--- src/verilog/scurvePkg.sv ---
package scurvePkg;

  ////////////////////////////////////////
  // Widths with a meaning
  ////////////////////////////////////////
  typedef logic [9:0]   dacCode_t;     // Threshold DAC code
  typedef logic [5:0]   chan_t;        // Channel number inside one ASIC
  typedef logic [2:0]   asicCount_t;   // ASIC count or index in the chain
  typedef logic [15:0]  dataWord_t;    // Output stream word
  typedef logic [63:0]  ctestMask_t;   // One-hot charge injection enable
  typedef logic [191:0] discriMask_t;  // Three discriminator bits per channel

  // Run parameters, held stable by the host during a run
  typedef struct packed {
    logic       singleChannel;  // High for single channel, low for 64-channel scan
    chan_t      testChannel;
    logic       ctestInject;    // Inject through Ctest pin
    dacCode_t   startDac;
    dacCode_t   endDac;
    dacCode_t   dacStep;
    asicCount_t asicCount;
    asicCount_t testAsic;
    logic       unmaskAll;
  } scurveCfg_t;

  // Slow-control frame, shifted MSB first
  typedef struct packed {
    ctestMask_t  ctest;
    dacCode_t    dac;
    discriMask_t mask;
  } scFrame_t;

  ////////////////////////////////////////
  // Stream word codes
  ////////////////////////////////////////
  localparam dataWord_t  HEADER_WORD     = 16'h5343;  // "SC"
  localparam dataWord_t  TAIL_WORD       = 16'hFF45;
  localparam logic [7:0] CHAN_TAG_SINGLE = 8'h43;     // "C"
  localparam logic [7:0] CHAN_TAG_SCAN   = 8'h63;     // "c"
  localparam dataWord_t  UNMASK_WORD     = 16'h43FF;
  localparam logic [3:0] DAC_TAG         = 4'hD;

  // Timing and sizing
  localparam int SC_FRAME_BITS = 266;
  localparam int SETTLE_CYCLES = 8;
  localparam int INJECT_PULSES = 16;
  localparam int INJECT_PERIOD = 4;
  localparam int TAIL_GAP      = 15;
  localparam int FIFO_DEPTH    = 8;
  localparam int FIFO_PTR_BITS = $clog2(FIFO_DEPTH);

endpackage

--- src/verilog/triggerCounter.sv ---
`timescale 1ns/10ps

module triggerCounter (
  input  logic                 Clk,
  input  logic                 reset_n,
  input  logic                 pointStart,
  output logic                 pointDone,
  output logic                 injectPulse,
  input  logic                 trigger,
  output scurvePkg::dataWord_t countWord,
  output logic                 countValid,
  input  logic                 countReady
);
  import scurvePkg::*;

  typedef enum logic [1:0] {IDLE, INJECT, PUSH} state_t;

  state_t                           state;
  logic [$clog2(INJECT_PERIOD)-1:0] phase;     // Cycle inside one injection
  logic [$clog2(INJECT_PULSES)-1:0] pulseNum;
  logic                             hitSeen;
  logic                             hit;
  dataWord_t                        hitCount;

  // Injection occupies the first half of each period
  assign injectPulse = (state == INJECT) && (phase < INJECT_PERIOD / 2);
  assign hit         = hitSeen | (trigger & injectPulse);
  assign countWord   = hitCount;
  assign countValid  = (state == PUSH);

  always_ff @(posedge Clk or negedge reset_n) begin
    if (!reset_n) begin
      state     <= IDLE;
      phase     <= '0;
      pulseNum  <= '0;
      hitSeen   <= 1'b0;
      hitCount  <= '0;
      pointDone <= 1'b0;
    end else begin
      pointDone <= 1'b0;
      case (state)
        IDLE: begin
          if (pointStart) begin
            phase    <= '0;
            pulseNum <= '0;
            hitSeen  <= 1'b0;
            hitCount <= '0;
            state    <= INJECT;
          end
        end
        INJECT: begin
          if (phase == INJECT_PERIOD - 1) begin
            // Close this injection and score it once
            phase    <= '0;
            hitSeen  <= 1'b0;
            hitCount <= hitCount + dataWord_t'(hit);
            pulseNum <= pulseNum + 1'b1;
            if (pulseNum == INJECT_PULSES - 1)
              state <= PUSH;
          end else begin
            phase   <= phase + 1'b1;
            hitSeen <= hit;
          end
        end
        PUSH: begin
          if (countReady) begin  // Held until the FIFO takes it
            pointDone <= 1'b1;
            state     <= IDLE;
          end
        end
        default: state <= IDLE;
      endcase
    end
  end

  // The controller waits for pointDone before it starts the next point
  assert property (@(posedge Clk) disable iff (!reset_n) pointStart |-> state == IDLE);

endmodule

--- src/verilog/dataFifo.sv ---
`timescale 1ns/10ps

module dataFifo (
  input  logic                 Clk,
  input  logic                 reset_n,
  input  scurvePkg::dataWord_t inWord,
  input  logic                 inValid,
  output logic                 inReady,
  output scurvePkg::dataWord_t outWord,
  output logic                 outValid,
  input  logic                 outReady
);
  import scurvePkg::*;

  dataWord_t              mem [FIFO_DEPTH];
  logic [FIFO_PTR_BITS:0] wrPtr;  // Extra MSB tells full from empty
  logic [FIFO_PTR_BITS:0] rdPtr;
  logic [FIFO_PTR_BITS:0] fill;
  logic                   push;
  logic                   pop;

  assign fill     = wrPtr - rdPtr;
  assign inReady  = (fill != FIFO_DEPTH);
  assign outValid = (fill != 0);
  assign push     = inValid & inReady;
  assign pop      = outValid & outReady;
  assign outWord  = mem[rdPtr[FIFO_PTR_BITS-1:0]];

  ////////////////////////////////////////
  // Storage
  ////////////////////////////////////////
  always_ff @(posedge Clk) begin
    if (push)
      mem[wrPtr[FIFO_PTR_BITS-1:0]] <= inWord;
  end

  ////////////////////////////////////////
  // Pointers
  ////////////////////////////////////////
  always_ff @(posedge Clk or negedge reset_n) begin
    if (!reset_n) begin
      wrPtr <= '0;
      rdPtr <= '0;
    end else begin
      if (push)
        wrPtr <= wrPtr + 1'b1;
      if (pop)
        rdPtr <= rdPtr + 1'b1;
    end
  end

  // A word refused while full is held by the producer, never lost
  assert property (@(posedge Clk) disable iff (!reset_n)
    inValid && !inReady |=> inValid && $stable(inWord));

endmodule

--- src/verilog/configLoader.sv ---
`timescale 1ns/10ps

module configLoader (
  input  logic                Clk,
  input  logic                reset_n,
  input  logic                loadStart,
  input  scurvePkg::scFrame_t frame,
  output logic                loadDone,
  output logic                scClk,
  output logic                scData,
  output logic                scSelect
);
  import scurvePkg::*;

  typedef enum logic [1:0] {IDLE, SHIFT, SETTLE} state_t;

  state_t                           state;
  logic                             phase;     // High in second half of scClk
  logic [$clog2(SC_FRAME_BITS)-1:0] bitCnt;
  logic [$clog2(SETTLE_CYCLES)-1:0] settleCnt;
  logic [SC_FRAME_BITS-1:0]         shiftReg;

  assign scSelect = (state == SHIFT);
  assign scClk    = scSelect & phase;
  assign scData   = scSelect & shiftReg[SC_FRAME_BITS-1];  // MSB first
  assign loadDone = (state == SETTLE) && (settleCnt == SETTLE_CYCLES - 1);

  always_ff @(posedge Clk) begin
    if (state == IDLE && loadStart)
      shiftReg <= frame;
    else if (scSelect && phase)
      shiftReg <= shiftReg << 1;  // Next bit after the ASIC sampled this one
  end

  always_ff @(posedge Clk or negedge reset_n) begin
    if (!reset_n) begin
      state     <= IDLE;
      phase     <= 1'b0;
      bitCnt    <= '0;
      settleCnt <= '0;
    end else begin
      case (state)
        IDLE: begin
          if (loadStart) begin
            phase  <= 1'b0;
            bitCnt <= '0;
            state  <= SHIFT;
          end
        end
        SHIFT: begin
          phase <= ~phase;
          if (phase) begin
            if (bitCnt == SC_FRAME_BITS - 1) begin
              settleCnt <= '0;
              state     <= SETTLE;
            end else begin
              bitCnt <= bitCnt + 1'b1;
            end
          end
        end
        SETTLE: begin
          if (loadDone)
            state <= IDLE;
          else
            settleCnt <= settleCnt + 1'b1;
        end
        default: state <= IDLE;
      endcase
    end
  end

  // The controller sends one frame at a time
  assert property (@(posedge Clk) disable iff (!reset_n) loadStart |-> state == IDLE);

endmodule

--- src/verilog/scurveTestControl.sv ---
`timescale 1ns/10ps

module scurveTestControl (
  input  logic                  Clk,
  input  logic                  reset_n,
  input  logic                  start,
  input  scurvePkg::scurveCfg_t cfg,
  output logic                  pointStart,
  input  logic                  pointDone,
  input  scurvePkg::dataWord_t  fifoWord,
  input  logic                  fifoValid,
  output logic                  fifoReady,
  output logic                  loadStart,
  output scurvePkg::scFrame_t   frame,
  input  logic                  loadDone,
  output scurvePkg::dacCode_t   dacCode,
  output scurvePkg::dataWord_t  outWord,
  output logic                  outValid,
  input  logic                  outReady,
  output logic                  runDone,
  input  logic                  transmitDone
);
  import scurvePkg::*;

  typedef enum logic [3:0] {
    IDLE, HEADER, CHANNEL, DAC_OUT, SELECT_MASK, LOAD, LOAD_WAIT, POINT_RUN,
    POINT_WAIT, DRAIN, NEXT_DAC, NEXT_CHAN, TAIL_WAIT, DONE, SEND
  } state_t;

  state_t                      state;
  state_t                      afterSend;  // Where to go once the word is taken
  dacCode_t                    dacReg;
  chan_t                       chanReg;
  chan_t                       chan;
  asicCount_t                  asicIdx;
  asicCount_t                  targetAsic;
  discriMask_t                 chanMask;
  logic [$clog2(TAIL_GAP)-1:0] tailCnt;

  // The ASIC frame expects the DAC LSB first
  function automatic dacCode_t reverseBits(input dacCode_t code);
    dacCode_t rev;
    for (int i = 0; i < $bits(dacCode_t); i++) begin
      rev[i] = code[$bits(dacCode_t) - 1 - i];
    end
    return rev;
  endfunction

  assign chan       = cfg.singleChannel ? cfg.testChannel : chanReg;
  assign targetAsic = cfg.asicCount - cfg.testAsic - 3'd1;  // Chain loads far end first
  assign dacCode    = dacReg;
  assign fifoReady  = (state == DRAIN);

  always_ff @(posedge Clk or negedge reset_n) begin
    if (!reset_n) begin
      state      <= IDLE;
      afterSend  <= IDLE;
      dacReg     <= '0;
      chanReg    <= '0;
      asicIdx    <= '0;
      chanMask   <= '0;
      tailCnt    <= '0;
      frame      <= '0;
      outWord    <= '0;
      outValid   <= 1'b0;
      pointStart <= 1'b0;
      loadStart  <= 1'b0;
      runDone    <= 1'b0;
    end else begin
      pointStart <= 1'b0;
      loadStart  <= 1'b0;
      case (state)
        IDLE: begin
          if (start) begin
            dacReg  <= cfg.startDac;
            chanReg <= '0;
            state   <= HEADER;
          end
        end
        HEADER: begin
          outWord   <= HEADER_WORD;
          outValid  <= 1'b1;
          afterSend <= CHANNEL;
          state     <= SEND;
        end
        ////////////////////////////////////////
        // Per channel setup
        ////////////////////////////////////////
        CHANNEL: begin
          if (cfg.unmaskAll) begin
            outWord  <= UNMASK_WORD;
            chanMask <= '1;
          end else begin
            outWord  <= {cfg.singleChannel ? CHAN_TAG_SINGLE : CHAN_TAG_SCAN, 2'b00, chan};
            chanMask <= discriMask_t'(3'b111) << (3 * chan);
          end
          frame.ctest <= cfg.ctestInject ? (ctestMask_t'(1) << chan) : '0;
          outValid    <= 1'b1;
          afterSend   <= DAC_OUT;
          state       <= SEND;
        end
        DAC_OUT: begin
          outWord   <= {DAC_TAG, 2'b00, dacReg};
          frame.dac <= reverseBits(dacReg);
          asicIdx   <= '0;
          outValid  <= 1'b1;
          afterSend <= SELECT_MASK;
          state     <= SEND;
        end
        SELECT_MASK: begin
          if (asicIdx == cfg.asicCount) begin
            state <= POINT_RUN;  // Whole chain loaded
          end else begin
            frame.mask <= (asicIdx == targetAsic) ? chanMask : '0;
            state      <= LOAD;
          end
        end
        LOAD: begin
          loadStart <= 1'b1;
          asicIdx   <= asicIdx + 1'b1;
          state     <= LOAD_WAIT;
        end
        LOAD_WAIT: begin
          if (loadDone)
            state <= SELECT_MASK;
        end
        ////////////////////////////////////////
        // Point run and readout
        ////////////////////////////////////////
        POINT_RUN: begin
          pointStart <= 1'b1;
          state      <= POINT_WAIT;
        end
        POINT_WAIT: begin
          if (pointDone)
            state <= DRAIN;
        end
        DRAIN: begin
          if (fifoValid) begin  // Popped on this edge
            outWord   <= fifoWord;
            outValid  <= 1'b1;
            afterSend <= DRAIN;
            state     <= SEND;
          end else begin
            state <= NEXT_DAC;
          end
        end
        NEXT_DAC: begin
          if (dacReg >= cfg.endDac) begin
            state <= NEXT_CHAN;
          end else begin
            dacReg <= dacReg + cfg.dacStep;
            state  <= DAC_OUT;
          end
        end
        NEXT_CHAN: begin
          if (cfg.singleChannel || chanReg == '1) begin
            outWord   <= TAIL_WORD;
            outValid  <= 1'b1;
            tailCnt   <= '0;
            afterSend <= TAIL_WAIT;
            state     <= SEND;
          end else begin
            chanReg <= chanReg + 1'b1;
            dacReg  <= cfg.startDac;
            state   <= CHANNEL;
          end
        end
        TAIL_WAIT: begin
          if (tailCnt == TAIL_GAP - 1) begin
            runDone <= 1'b1;
            state   <= DONE;
          end else begin
            tailCnt <= tailCnt + 1'b1;
          end
        end
        DONE: begin
          if (transmitDone) begin  // Host has read everything
            runDone <= 1'b0;
            state   <= IDLE;
          end
        end
        SEND: begin
          if (outReady) begin
            outValid <= 1'b0;
            state    <= afterSend;
          end
        end
        default: state <= IDLE;
      endcase
    end
  end

  // Word and valid held under back-pressure
  assert property (@(posedge Clk) disable iff (!reset_n)
    outValid && !outReady |=> outValid && $stable(outWord));

endmodule

--- src/verilog/scurveTop.sv ---
`timescale 1ns/10ps

module scurveTop (
  input  logic                  Clk,
  input  logic                  reset_n,
  input  logic                  start,
  input  scurvePkg::scurveCfg_t cfg,
  output scurvePkg::dataWord_t  outWord,
  output logic                  outValid,
  input  logic                  outReady,
  output logic                  runDone,
  input  logic                  transmitDone,
  output scurvePkg::dacCode_t   dacCode,
  output logic                  scClk,
  output logic                  scData,
  output logic                  scSelect,
  output logic                  injectPulse,
  input  logic                  trigger
);
  import scurvePkg::*;

  logic      pointStart;
  logic      pointDone;
  dataWord_t countWord;
  logic      countValid;
  logic      countReady;
  dataWord_t fifoWord;
  logic      fifoValid;
  logic      fifoReady;
  logic      loadStart;
  logic      loadDone;
  scFrame_t  frame;

  // Producer
  triggerCounter counter (.Clk, .reset_n, .pointStart, .pointDone, .injectPulse, .trigger,
    .countWord, .countValid, .countReady);

  dataFifo fifo (.Clk, .reset_n, .inWord(countWord), .inValid(countValid),
    .inReady(countReady), .outWord(fifoWord), .outValid(fifoValid), .outReady(fifoReady));

  // Consumer and sequencer
  scurveTestControl control (.Clk, .reset_n, .start, .cfg, .pointStart, .pointDone,
    .fifoWord, .fifoValid, .fifoReady, .loadStart, .frame, .loadDone, .dacCode,
    .outWord, .outValid, .outReady, .runDone, .transmitDone);

  configLoader loader (.Clk, .reset_n, .loadStart, .frame, .loadDone, .scClk, .scData,
    .scSelect);

endmodule

--- config.mk ---
export PLATFORM = sky130hd
export DESIGN_NAME = scurveTop
export DESIGN_NICKNAME = d
export VERILOG_FILES = /design/src/verilog/scurvePkg.sv /design/src/verilog/triggerCounter.sv /design/src/verilog/dataFifo.sv /design/src/verilog/configLoader.sv /design/src/verilog/scurveTestControl.sv /design/src/verilog/scurveTop.sv
export SDC_FILE = /design/constraint.sdc
export NUM_CORES = 1
export LEC_CHECK = 0
export BUFFER_PORTS_ARGS = -buffer_cell sky130_fd_sc_hd__buf_4
export CORE_MARGIN = 2
export CORE_UTILIZATION = 50
export CTS_CLUSTER_SIZE = 8
export DETAILED_ROUTE_END_ITERATION = 8
export PLACE_DENSITY = 0.66
export SLEW_MARGIN = 20
export SYNTH_ARGS = -nofsm -noshare
export SYNTH_HDL_FRONTEND = slang
export SYNTH_HIERARCHICAL = 1
export SYNTH_SLANG_ARGS = --single-unit
--- constraint.sdc ---
create_clock -name Clk -period 10.8 [get_ports Clk]
set_input_delay 1.08 -clock Clk [delete_from_list [all_inputs] [get_ports Clk]]
set_output_delay 1.08 -clock Clk [all_outputs]
set_load 0.01 [all_outputs]
==> metrics.md, run 1 <==
| Metric | Value |
|---|---|
| # resized after CTS | 0 |
| Initial antenna violation count | 2 |
| Initial Utilization | 0.505 |
| CTS tree | done |
| Synth Flop Type | edfxtp_1 |
| Avg Inst Size Synth | roughly 11 sq um |
| Drt via density | 5.53 |
| DP Worst Slack | 6.49 ns |
| Final min period | roughly 4.3 ns |
| Layout Cells excl Fill | approximately 3.7k |
| Leakage | ~15 nW |
| Top cells by count, synth | nand2_1, edfxtp_1, dfrtp_1 |
| Dpl hpwl | ~41000 um |
| Post-synth EDFFs | approximately 390 |
| Vias | ~21k |
| FF/Latch Area | 19400 sq um |
| Setup WS post-layout | around 6.5 ns |
| Area growth from synthesis to layout | 10.1% |
| RSZ-0062 raised after global routing | false |
| DR DRC count | 0 |
| Distinct cell type count after synthesis | 82 |
| Grt met1 use | 0.305 |
| Deepest clock path buffer count | 3 |
| Share of Yosys cell area claimed by the top area cell type | 0.379 |
| Hold slack | about 0.46 ns |
| Setup TNS | 0 ns |
| Clock root buffer | clkbuf_16 |
| Highest net fanout along the worst path | 19 |
| Arrival @ worst endpoint | 4.83 ns |
| Num ports | 83 |
| N_diodes | 0 |
| Largest stage delay, worst path | between 0.6 and 0.7 ns |
| Outcome | completed |
| Crit Path Category | flip-flop to flip-flop |
| Die footprint | ~64000 sq um |
| Syn_nets | roughly 3.0k |
| Slowest-stage cell, CP | dfrtp_1 |
| GPL Wtd Cong | between 0.8 and 0.9 |
| Final Cycle Share | 0.402 |
| Height of the die | 254 um |
| CTS Hold Bufs | 0 |
| Fin. max-slew vios | 0 |
| Startpoint Class | flip-flop |
| Cells after Synth | between 2k and 3k |
| Multi-input gate area | a little over 10000 sq um |
| Area contributors post-synth | edfxtp_1, dfrtp_1, nand2_1, buf_4, a22o_1 |
| Worst-path clk slew | about 0.06 ns |
| Drt pass-1 iters | 5 |
| Setup-failing EPs final | 0 |
| Worst-margin pin slew | ~1.0 ns |
| M3 GR Usage | 0.0397 |
| Max-Cap Viols | 0 |
| Row cnt | 91 |
| Yosys reg bits | about 700 |
| Layout net count | between 2k and 3k |
| GRT Total Usage | 0.216 |
| Core area | around 60000 sq um |
| Fill cell count | around 5.3k |
| Clk sinks | ~700 |
| CP Cell Sequence | clkinv_1 > ha_1 > a21oi_1 > o21ai_4 > xnor2_1 > nand2_1 > inv_1 > o21ai_0 > a22oi_1 > nor2_1 > mux2_2 |
| CP bufs+invs | 2 |
| Min-Delay Path Class | input pin to async pin |
| Synthesized cell area | slightly above 30000 sq um |
| Post-route cell area | approximately 34000 sq um |
| Crit path capture type | flip-flop |
| Grt met2 use | 0.338 |
| Share of the yosys chip area belonging to registers | 0.622 |
| Post-Place Cell Area | between 30000 and 40000 sq um |
| Ys Warns | 6 |
| Clk_lat worst skew | between 0.6 and 0.7 ns |
| Hold Fails Final Rpt | 0 |
| Largest net degree at the start of global routing | 105 |
| H-tree levels | 3 |
| Worst reg-to-reg setup slack | roughly 6.5 ns |
| PortBufs | 82 |
| Placed Cells | ~3.5k |
| Layout cells sized above 1 | 0.108 |
| Async SR Flop Fraction | 0.434 |
| Number of global-route vias before repair | between 15k and 20k |
| VDD IR max | ~0.00016 V |
| Synth area leader | edfxtp_1 |
| Slew HR | 0.297 |
| Die X-Extent | ~250 um |
| Cell family with most CP delay | compound AO/OA/AOI/OAI gates |
| Worst Path Required | between 10 and 15 ns |
| Final Util | 0.556 |
| First-pass GRT wire length | 110000 um |
| Routed WL | approximately 68000 um |
| DR WL/cell | 18.2 um |
| Power Dens Cells | about 280 nW/um^2 |
| Top-count cell post-synth | nand2_1 |
| Most utilized layer in the global route result | met2 |
| Detailed Route Iter0 Violations | around 1.8k |
| Final global-route overflow total | 0 |
| Power, Total | between 9 and 10 mW |
| Peak Freq | ~230 MHz |
| Setup Buffers After CTS | 0 |
| TritonCTS Buffers | 96 |
| Setup Skew | 0.0331 ns |
| Remaining antenna violation count | 0 |
where the power goes:
| group | switching (mW) | internal [mW] |
|---|---|---|
| clock network | 1.10 | 1.68 |
| logic | 1.27 | 0.747 |
| registers | 0.567 | 4.11 |
| total | 2.93 | 6.53 |
layout make-up:
class,count,area share
flip-flops and latches,696,0.565
multi-input cells,1861,0.294
clock buffers,170,0.0787
inverters,35,0.00383
clock inverters,5,0.00233
well taps,837,0.0305
repair buffers,115,0.0261
per-layer routing:
layer | wire length (um) | part of all wire
met4 | 2070 | 0.031
met1 | 30200 | 0.45
met5 | 31 | 0.00046
met3 | 4070 | 0.060
met2 | 31400 | 0.46
worst paths after layout:
kind	from	end	cells after the start
worst max-delay path	fifo/rdPtr[2]$_DFFE_PN0P_	control/outWord[0]$_DFFE_PN0P_	11
max in group asynchronous	reset_n	control/frame[89]$_DFFE_PN0P_	3
worst min-delay path	reset_n	control/dacCode[2]$_DFFE_PN0P_	1
worst min register to register	control/chanMask[110]$_DFFE_PN0P_	control/frame[110]$_DFFE_PN0P_	1
worst max register to register	fifo/rdPtr[2]$_DFFE_PN0P_	control/outWord[0]$_DFFE_PN0P_	11
min in group Clk	control/chanMask[110]$_DFFE_PN0P_	control/frame[110]$_DFFE_PN0P_	1
state kept, by name (all words and copies together), names as in the netlist, 6 cells and up:
register / flops
fifo/mem: 128
loader/shiftReg: 266
control/chanReg: 6
loader/bitCnt: 9
control/dacCode: 10
control/chanMask: 64
counter/countWord: 16
control/frame: 138
control/outWord: 16
cell usage in the layout (no fill, tap or decap), types with 10 or more instances in the layout:
cell type | synthesis | final
and3_1 | 14 | 14
nand3_1 | 29 | 29
nor2_1 | 79 | 79
nand4_1 | 12 | 12
mux2_2 | 24 | 24
buf_4 | 128 | 112
a21oi_1 | 95 | 95
dfrtp_1 | 302 | 301
a31oi_1 | 10 | 10
a22o_1 | 101 | 101
xor2_1 | 19 | 19
clkbuf_1 | 96 | 73
xnor2_1 | 17 | 17
ha_1 | 37 | 37
nand2_1 | 1046 | 1044
o21ai_0 | 159 | 159
nor3_1 | 30 | 23
inv_1 | 32 | 32
clkbuf_16 | 0 | 97
mux4_2 | 32 | 32
nand2b_1 | 14 | 14
edfxtp_1 | 394 | 394
cell families (layout without fill, tap and decap cells):
family          Yosys count  after routing  synth area share
simple gates           1280           1280             0.168
flops                   696            696             0.622
compound gates          440            440            0.0911
buf+inv                 316            325            0.0575
mux                      65             65            0.0352
fa+ha+maj                39             39            0.0161
xor+xnor                 37             37            0.0106
Power figures use the tool's default switching activity.
==> inputs of run 2 (changes only) <==
clock period = 4.17 ns   (was 10.8 ns; I/O delays follow)
==> metrics.md, run 2 (synthesized netlist as in run 1, its figures left out) <==
| Metric | Value |
|---|---|
| Outcome | completed |
| Sequential Power Share | 0.489 |
| Vias | approximately 21k |
| DR WL/cell | about 18 um |
| Num ports | 83 |
| PortBufs | 82 |
| Layout net count | between 2k and 3k |
| Min-Delay Path Class | input pin to flip-flop |
| TritonCTS Buffers | 96 |
| Crit Path Category | flip-flop to flip-flop |
| GPL Wtd Cong | slightly below 0.9 |
| Initial antenna violation count | 2 |
| Die footprint | roughly 64000 sq um |
| N_diodes | 0 |
| Commonest non-fill, non-tap cells in the layout | nand2_1, edfxtp_1, dfrtp_1, o21ai_0, buf_4 |
| Power Dens Cells | between 700 and 800 nW/um^2 |
| Routed WL | slightly below 70000 um |
| Max reg flops | between 200 and 300 |
| Setup WS post-layout | 1.04 ns |
| Top reg by flops | loader/shiftReg |
| Setup TNS | 0 ns |
| Psw | between 7 and 8 mW |
| Detailed Route Iter0 Violations | 1790 |
| Worst reg-to-reg setup slack | ~1.0 ns |
| Worst-margin pin slew | around 1.4 ns |
| Multi-input gate area | 10100 sq um |
| Height of the die | 254 um |
| Clock root buffer | clkbuf_16 |
| FF/Latch Area | between 15000 and 20000 sq um |
| Largest net degree at the start of global routing | roughly 250 |
| Highest net fanout along the worst path | 14 |
| Startpoint Class | flip-flop |
| Leakage | around 15 nW |
| Worst Path Required | around 4.7 ns |
| Max-Cap Viols | 0 |
| Fin. max-slew vios | 0 |
| Initial Utilization | 0.505 |
| Drt pass-1 iters | 5 |
| Core area | 61700 sq um |
| Setup Buffers After CTS | 0 |
| H-tree levels | 3 |
| Setup-failing EPs final | 0 |
| Deepest clock path buffer count | 3 |
| DP Worst Slack | slightly below 0.8 ns |
| Number of global-route vias before repair | between 20k and 25k |
| Row cnt | a little over 90 |
| Drt via density | approximately 5.5 |
| Gate power share | 0.219 |
| DR DRC count | 0 |
| Arrival @ worst endpoint | around 3.6 ns |
| Die X-Extent | ~250 um |
| Final min period | around 3.1 ns |
| Most common cell after layout, fill and taps aside | nand2_1 |
| VDD IR max | about 0.00046 V |
| Clk sinks | about 700 |
| Remaining antenna violation count | 0 |
| Final Cycle Share | 0.751 |
| Crit path capture type | flip-flop |
| Worst-path clk slew | 0.05 ns |
| Area growth from synthesis to layout | 10.7% |
| Slew HR | 0.0426 |
| CTS tree | done |
| Fill cell count | around 5.3k |
| Setup Skew | 0.0242 ns |
| Dpl hpwl | 40700 um |
| Clock power frac | 0.293 |
| Clk_lat worst skew | 0.63 ns |
| GRT Total Usage | 0.215 |
| Final global-route overflow total | 0 |
| Peak Freq | 319 MHz |
| Hold Fails Final Rpt | 0 |
| Layout cells sized above 1 | 0.111 |
| RSZ-0062 raised after global routing | false |
| Net Sw Frac | 0.311 |
| First-pass GRT wire length | between 100000 and 150000 um |
| Pint | ~17 mW |
-- run 2: changes by cell type in the layout (fill, tap and decap cells not counted), sizes merged --
cell and delta:
clkinv -1, buf +9, dlygate4sd3 +2
-- run 2: power groups by stage --
stage	logic, mW	registers, mW	clock network [mW]
2_1_floorplan	4.72	11.8	0
3_3_place_gp	5.14	12.0	0
3_5_place_dp	5.37	12.1	0
4_1_cts	5.41	12.0	7.36
5_1_grt	6.13	12.3	7.67
6_report	5.39	12.0	7.21
-- run 2: area by class of cell --
class                      instances  area share
inverter                          35     0.00381
clock inverter                     4     0.00257
multi-input combinational       1861       0.292
clock buffer                     170      0.0783
sequential                       696       0.562
timing repair buffer             126      0.0310
tap                              837      0.0304
-- run 2: path summary, 6_finish.rpt --
kind / startpoint / end / depth (start not counted)
hold / removal: cfg[28] / control/dacCode[1]$_DFFE_PN0P_ / 3
setup reg to reg: fifo/wrPtr[2]$_DFFE_PN0P_ / control/outWord[9]$_DFFE_PN0P_ / 10
max in group asynchronous: reset_n / counter/countWord[12]$_DFFE_PN0P_ / 3
min in group asynchronous: reset_n / control/dacCode[2]$_DFFE_PN0P_ / 2
hold reg to reg: control/frame[193]$_DFFE_PN0P_ / control/frame[193]$_DFFE_PN0P_ / 2
setup / recovery: fifo/wrPtr[2]$_DFFE_PN0P_ / control/outWord[9]$_DFFE_PN0P_ / 10
-- run 2: per-stage QoR --
| step | cell area [sq um] | instances | hold slack (ns) | total power [mW] | utilization |
|---|---|---|---|---|---|
| after floorplan | 31200 | 2873 | 0.121 | 16.5 | - |
| after global placement | 31700 | 3553 | 0.459 | 17.2 | 0.514 |
| after detailed placement | 31700 | 3553 | 0.464 | 17.5 | 0.514 |
| after CTS | 34500 | 3729 | 0.0391 | 24.8 | 0.559 |
| after global routing | 34500 | 3729 | 0.0874 | 26.1 | 0.559 |
| final | 34500 | 3729 | 0.0673 | 24.6 | 0.559 |
-- run 2: repair_timing --
action / CTS / global route
hold buffers: 2 / 0
gates resized for setup: 0 / 0
endpoints found under the hold margin: 106 / 0
-- run 2: metal layers --
layer	GRT usage	wire length, um	share of wire	up-vias
met5	0	27	0.00040	-
met4	0.0782	2160	0.032	4
met3	0.0396	4110	0.061	152
met2	0.343	31500	0.47	636
met1	0.296	29800	0.44	10163
li1	-	-	-	9695
-- run 2: critical path: stages (launching register included) --
cell	delay, ns
dfrtp_1	0.49
ha_1	0.39
a21oi_1	0.27
o21ai_4	0.15
xnor2_1	0.21
nand2_1	0.15
inv_1	0.05
o21ai_0	0.15
a22oi_1	0.14
nor2_2	0.61
mux2_2	0.42
==> inputs of run 3 (changes only) <==
clock period = 3 ns   (was 4.17 ns; I/O delays follow)
==> metrics.md, run 3 (synthesized netlist as in run 1, its figures left out) <==
| Metric | Value |
|---|---|
| Layout Cells excl Fill | approximately 3.8k |
| Clk sinks | about 700 |
| Final min period | 2.76 ns |
| M3 GR Usage | 0.0366 |
| Reg-to-reg critical path endpoint | fifo/mem[3][1]$_DFFE_PP_ |
| Post-Place Cell Area | approximately 32000 sq um |
| Drt via density | around 5.5 |
| Worst Min Path Start | cfg[31] |
| Multi-input gate area | 10100 sq um |
| Worst-path clk slew | roughly 0.050 ns |
| Layout net count | approximately 3k |
| Initial Utilization | 0.505 |
| Clock root buffer | clkbuf_16 |
| Post-route cell area | approximately 35000 sq um |
| Worst Path Required | 3.27 ns |
| Initial antenna violation count | 1 |
| H-tree levels | 3 |
| DP Worst Slack | approximately 0.12 ns |
| Startpoint Class | flip-flop |
| DR DRC count | 0 |
| GRT Total Usage | 0.219 |
| Largest net degree at the start of global routing | 155 |
| Placed Cells | 3576 |
| First-pass GRT wire length | ~110000 um |
| Grt met1 use | 0.303 |
| Area growth from synthesis to layout | 12.0% |
| TritonCTS Buffers | 96 |
| Setup-failing EPs final | 0 |
| Final Util | 0.566 |
| Vias | a little over 20k |
| CP Cell Sequence | clkinv_1 > ha_4 > nand2_1 > o21ai_4 > xnor2_1 > o21ai_1 > nor3_4 |
| Largest stage delay, worst path | 0.77 ns |
| RSZ-0062 raised after global routing | false |
| Fin. max-slew vios | 0 |
| Clk_lat worst skew | 0.65 ns |
| Deepest clock path buffer count | 3 |
| Outcome | completed |
| GPL Wtd Cong | slightly below 0.9 |
| Power, Total | ~34 mW |
| Num ports | 83 |
| Commonest non-fill, non-tap cells in the layout | nand2_1, edfxtp_1, dfrtp_1, o21ai_0, buf_4 |
| N_diodes | 0 |
| Max-Cap Viols | 0 |
| Crit path capture type | flip-flop |
| Layout cells sized above 1 | 0.119 |
| Worst reg-to-reg setup slack | between 0.2 and 0.25 ns |
| Height of the die | approximately 250 um |
| Detailed Route Iter0 Violations | between 1.5k and 2k |
| Arrival @ worst endpoint | between 3 and 4 ns |
| PortBufs | 82 |
| Hold path depth | 4 |
| VDD IR max | around 0.00053 V |
| Grt met2 use | 0.357 |
| Die X-Extent | roughly 250 um |
| Crit Path Category | flip-flop to flip-flop |
| Peak Freq | between 300 and 400 MHz |
| Setup WS post-layout | 0.239 ns |
| Most utilized layer in the global route result | met2 |
| Row cnt | between 90 and 100 |
| Max reg flops | approximately 270 |
| CTS tree | done |
| Final Cycle Share | 0.920 |
| Hold slack | 0.0297 ns |
| Setup TNS | 0 ns |
| Routed WL | 68600 um |
| Min-Delay Endpoint | control/dacCode[4]$_DFFE_PN0P_ |
| FF/Latch Area | a little under 20000 sq um |
| Die footprint | roughly 64000 sq um |
| Hold Fails Final Rpt | 0 |
| RR Startpoint | fifo/rdPtr[2]$_DFFE_PN0P_ |
| Power Dens Cells | about 990 nW/um^2 |
| Final global-route overflow total | 0 |
| Leakage | 14.8 nW |
| Number of global-route vias before repair | between 20k and 25k |
| Worst R2R Path Depth | 7 |
| Core area | 61700 sq um |
| Fill cell count | ~5.2k |
| Remaining antenna violation count | 0 |
| Highest net fanout along the worst path | 16 |
| Slowest-stage cell, CP | nor3_4 |
| Drt pass-1 iters | 6 |
| Min-Delay Path Class | input pin to flip-flop |
| Setup Skew | 0.0257 ns |
| Most common cell after layout, fill and taps aside | nand2_1 |
| Worst-margin pin slew | 1.05 ns |
| Top reg by flops | loader/shiftReg |
| Slew HR | 0.294 |
| Dpl hpwl | 42400 um |
| DR WL/cell | between 15 and 20 um |
-- run 3: cell types whose count changed in the layout (fill, tap and decap cells not counted), moves of 2 or more --
cell,previous run,this run
dlygate4sd3_1,2,9
buf_4,114,128
nor3_4,0,3
clkinv_8,0,2
buf_12,9,18
nor3_2,7,4
clkbuf_1,73,71
-- run 3: area by class of cell --
type,count,share of cell area
sequential,696,0.555
multi-input combinational,1861,0.290
clock buffer,167,0.0764
timing repair buffer,157,0.0412
tap,837,0.0300
inverter,35,0.00376
clock inverter,7,0.00373
-- run 3: worst max-delay path by stage --
stage / start / to / slack [ns] / cells past startpoint
6_report: fifo/rdPtr[2]$_DFFE_PN0P_ / fifo/mem[3][1]$_DFFE_PP_ / 0.24 / 7
2_1_floorplan: fifo/rdPtr[2]$_DFFE_PN0P_ / fifo/mem[1][0]$_DFFE_PP_ / -0.55 / 9
3_5_place_dp: fifo/rdPtr[2]$_DFFE_PN0P_ / fifo/mem[3][6]$_DFFE_PP_ / 0.12 / 7
3_3_place_gp: fifo/rdPtr[2]$_DFFE_PN0P_ / fifo/mem[3][10]$_DFFE_PP_ / 0.21 / 7
5_1_grt: fifo/rdPtr[2]$_DFFE_PN0P_ / control/outWord[8]$_DFFE_PN0P_ / 0.02 / 13
4_1_cts: fifo/rdPtr[2]$_DFFE_PN0P_ / fifo/mem[3][7]$_DFFE_PP_ / 0.11 / 7
-- run 3: repair_timing --
item                                    4_1_cts  5_1_grt
resized for setup                             0        3
endpoints found under the hold margin        84        0
buffers inserted                              0        1
endpoints found under the setup margin        0       62
hold buffers                                  9        0
-- run 3: per-layer routing --
| metal | up-vias | wire (um) |
|---|---|---|
| met5 | - | 0 |
| met4 | 0 | 1690 |
| met3 | 116 | 3250 |
| met2 | 527 | 32800 |
| met1 | 10213 | 30800 |
| li1 | 9763 | - |
-- run 3: power by group --
group / leakage [nW] / internal (mW) / switching [mW]
logic: 5.94 / 2.97 / 4.75
registers: 7.49 / 14.8 / 1.91
clock network: 1.32 / 6.01 / 4.01
total: 14.8 / 23.7 / 10.7
-- run 3: critical path: cells and delay by family, from the launching register on --
family                   cells  cell delay [ns]
AO/OA/AOI/OAI                2             0.51
XOR/XNOR                     1             0.20
adder cells (fa/ha/maj)      1             0.31
buffers and inverters        1             0.14
flip-flops                   1             0.36
AND/OR/NAND/NOR              2             0.86
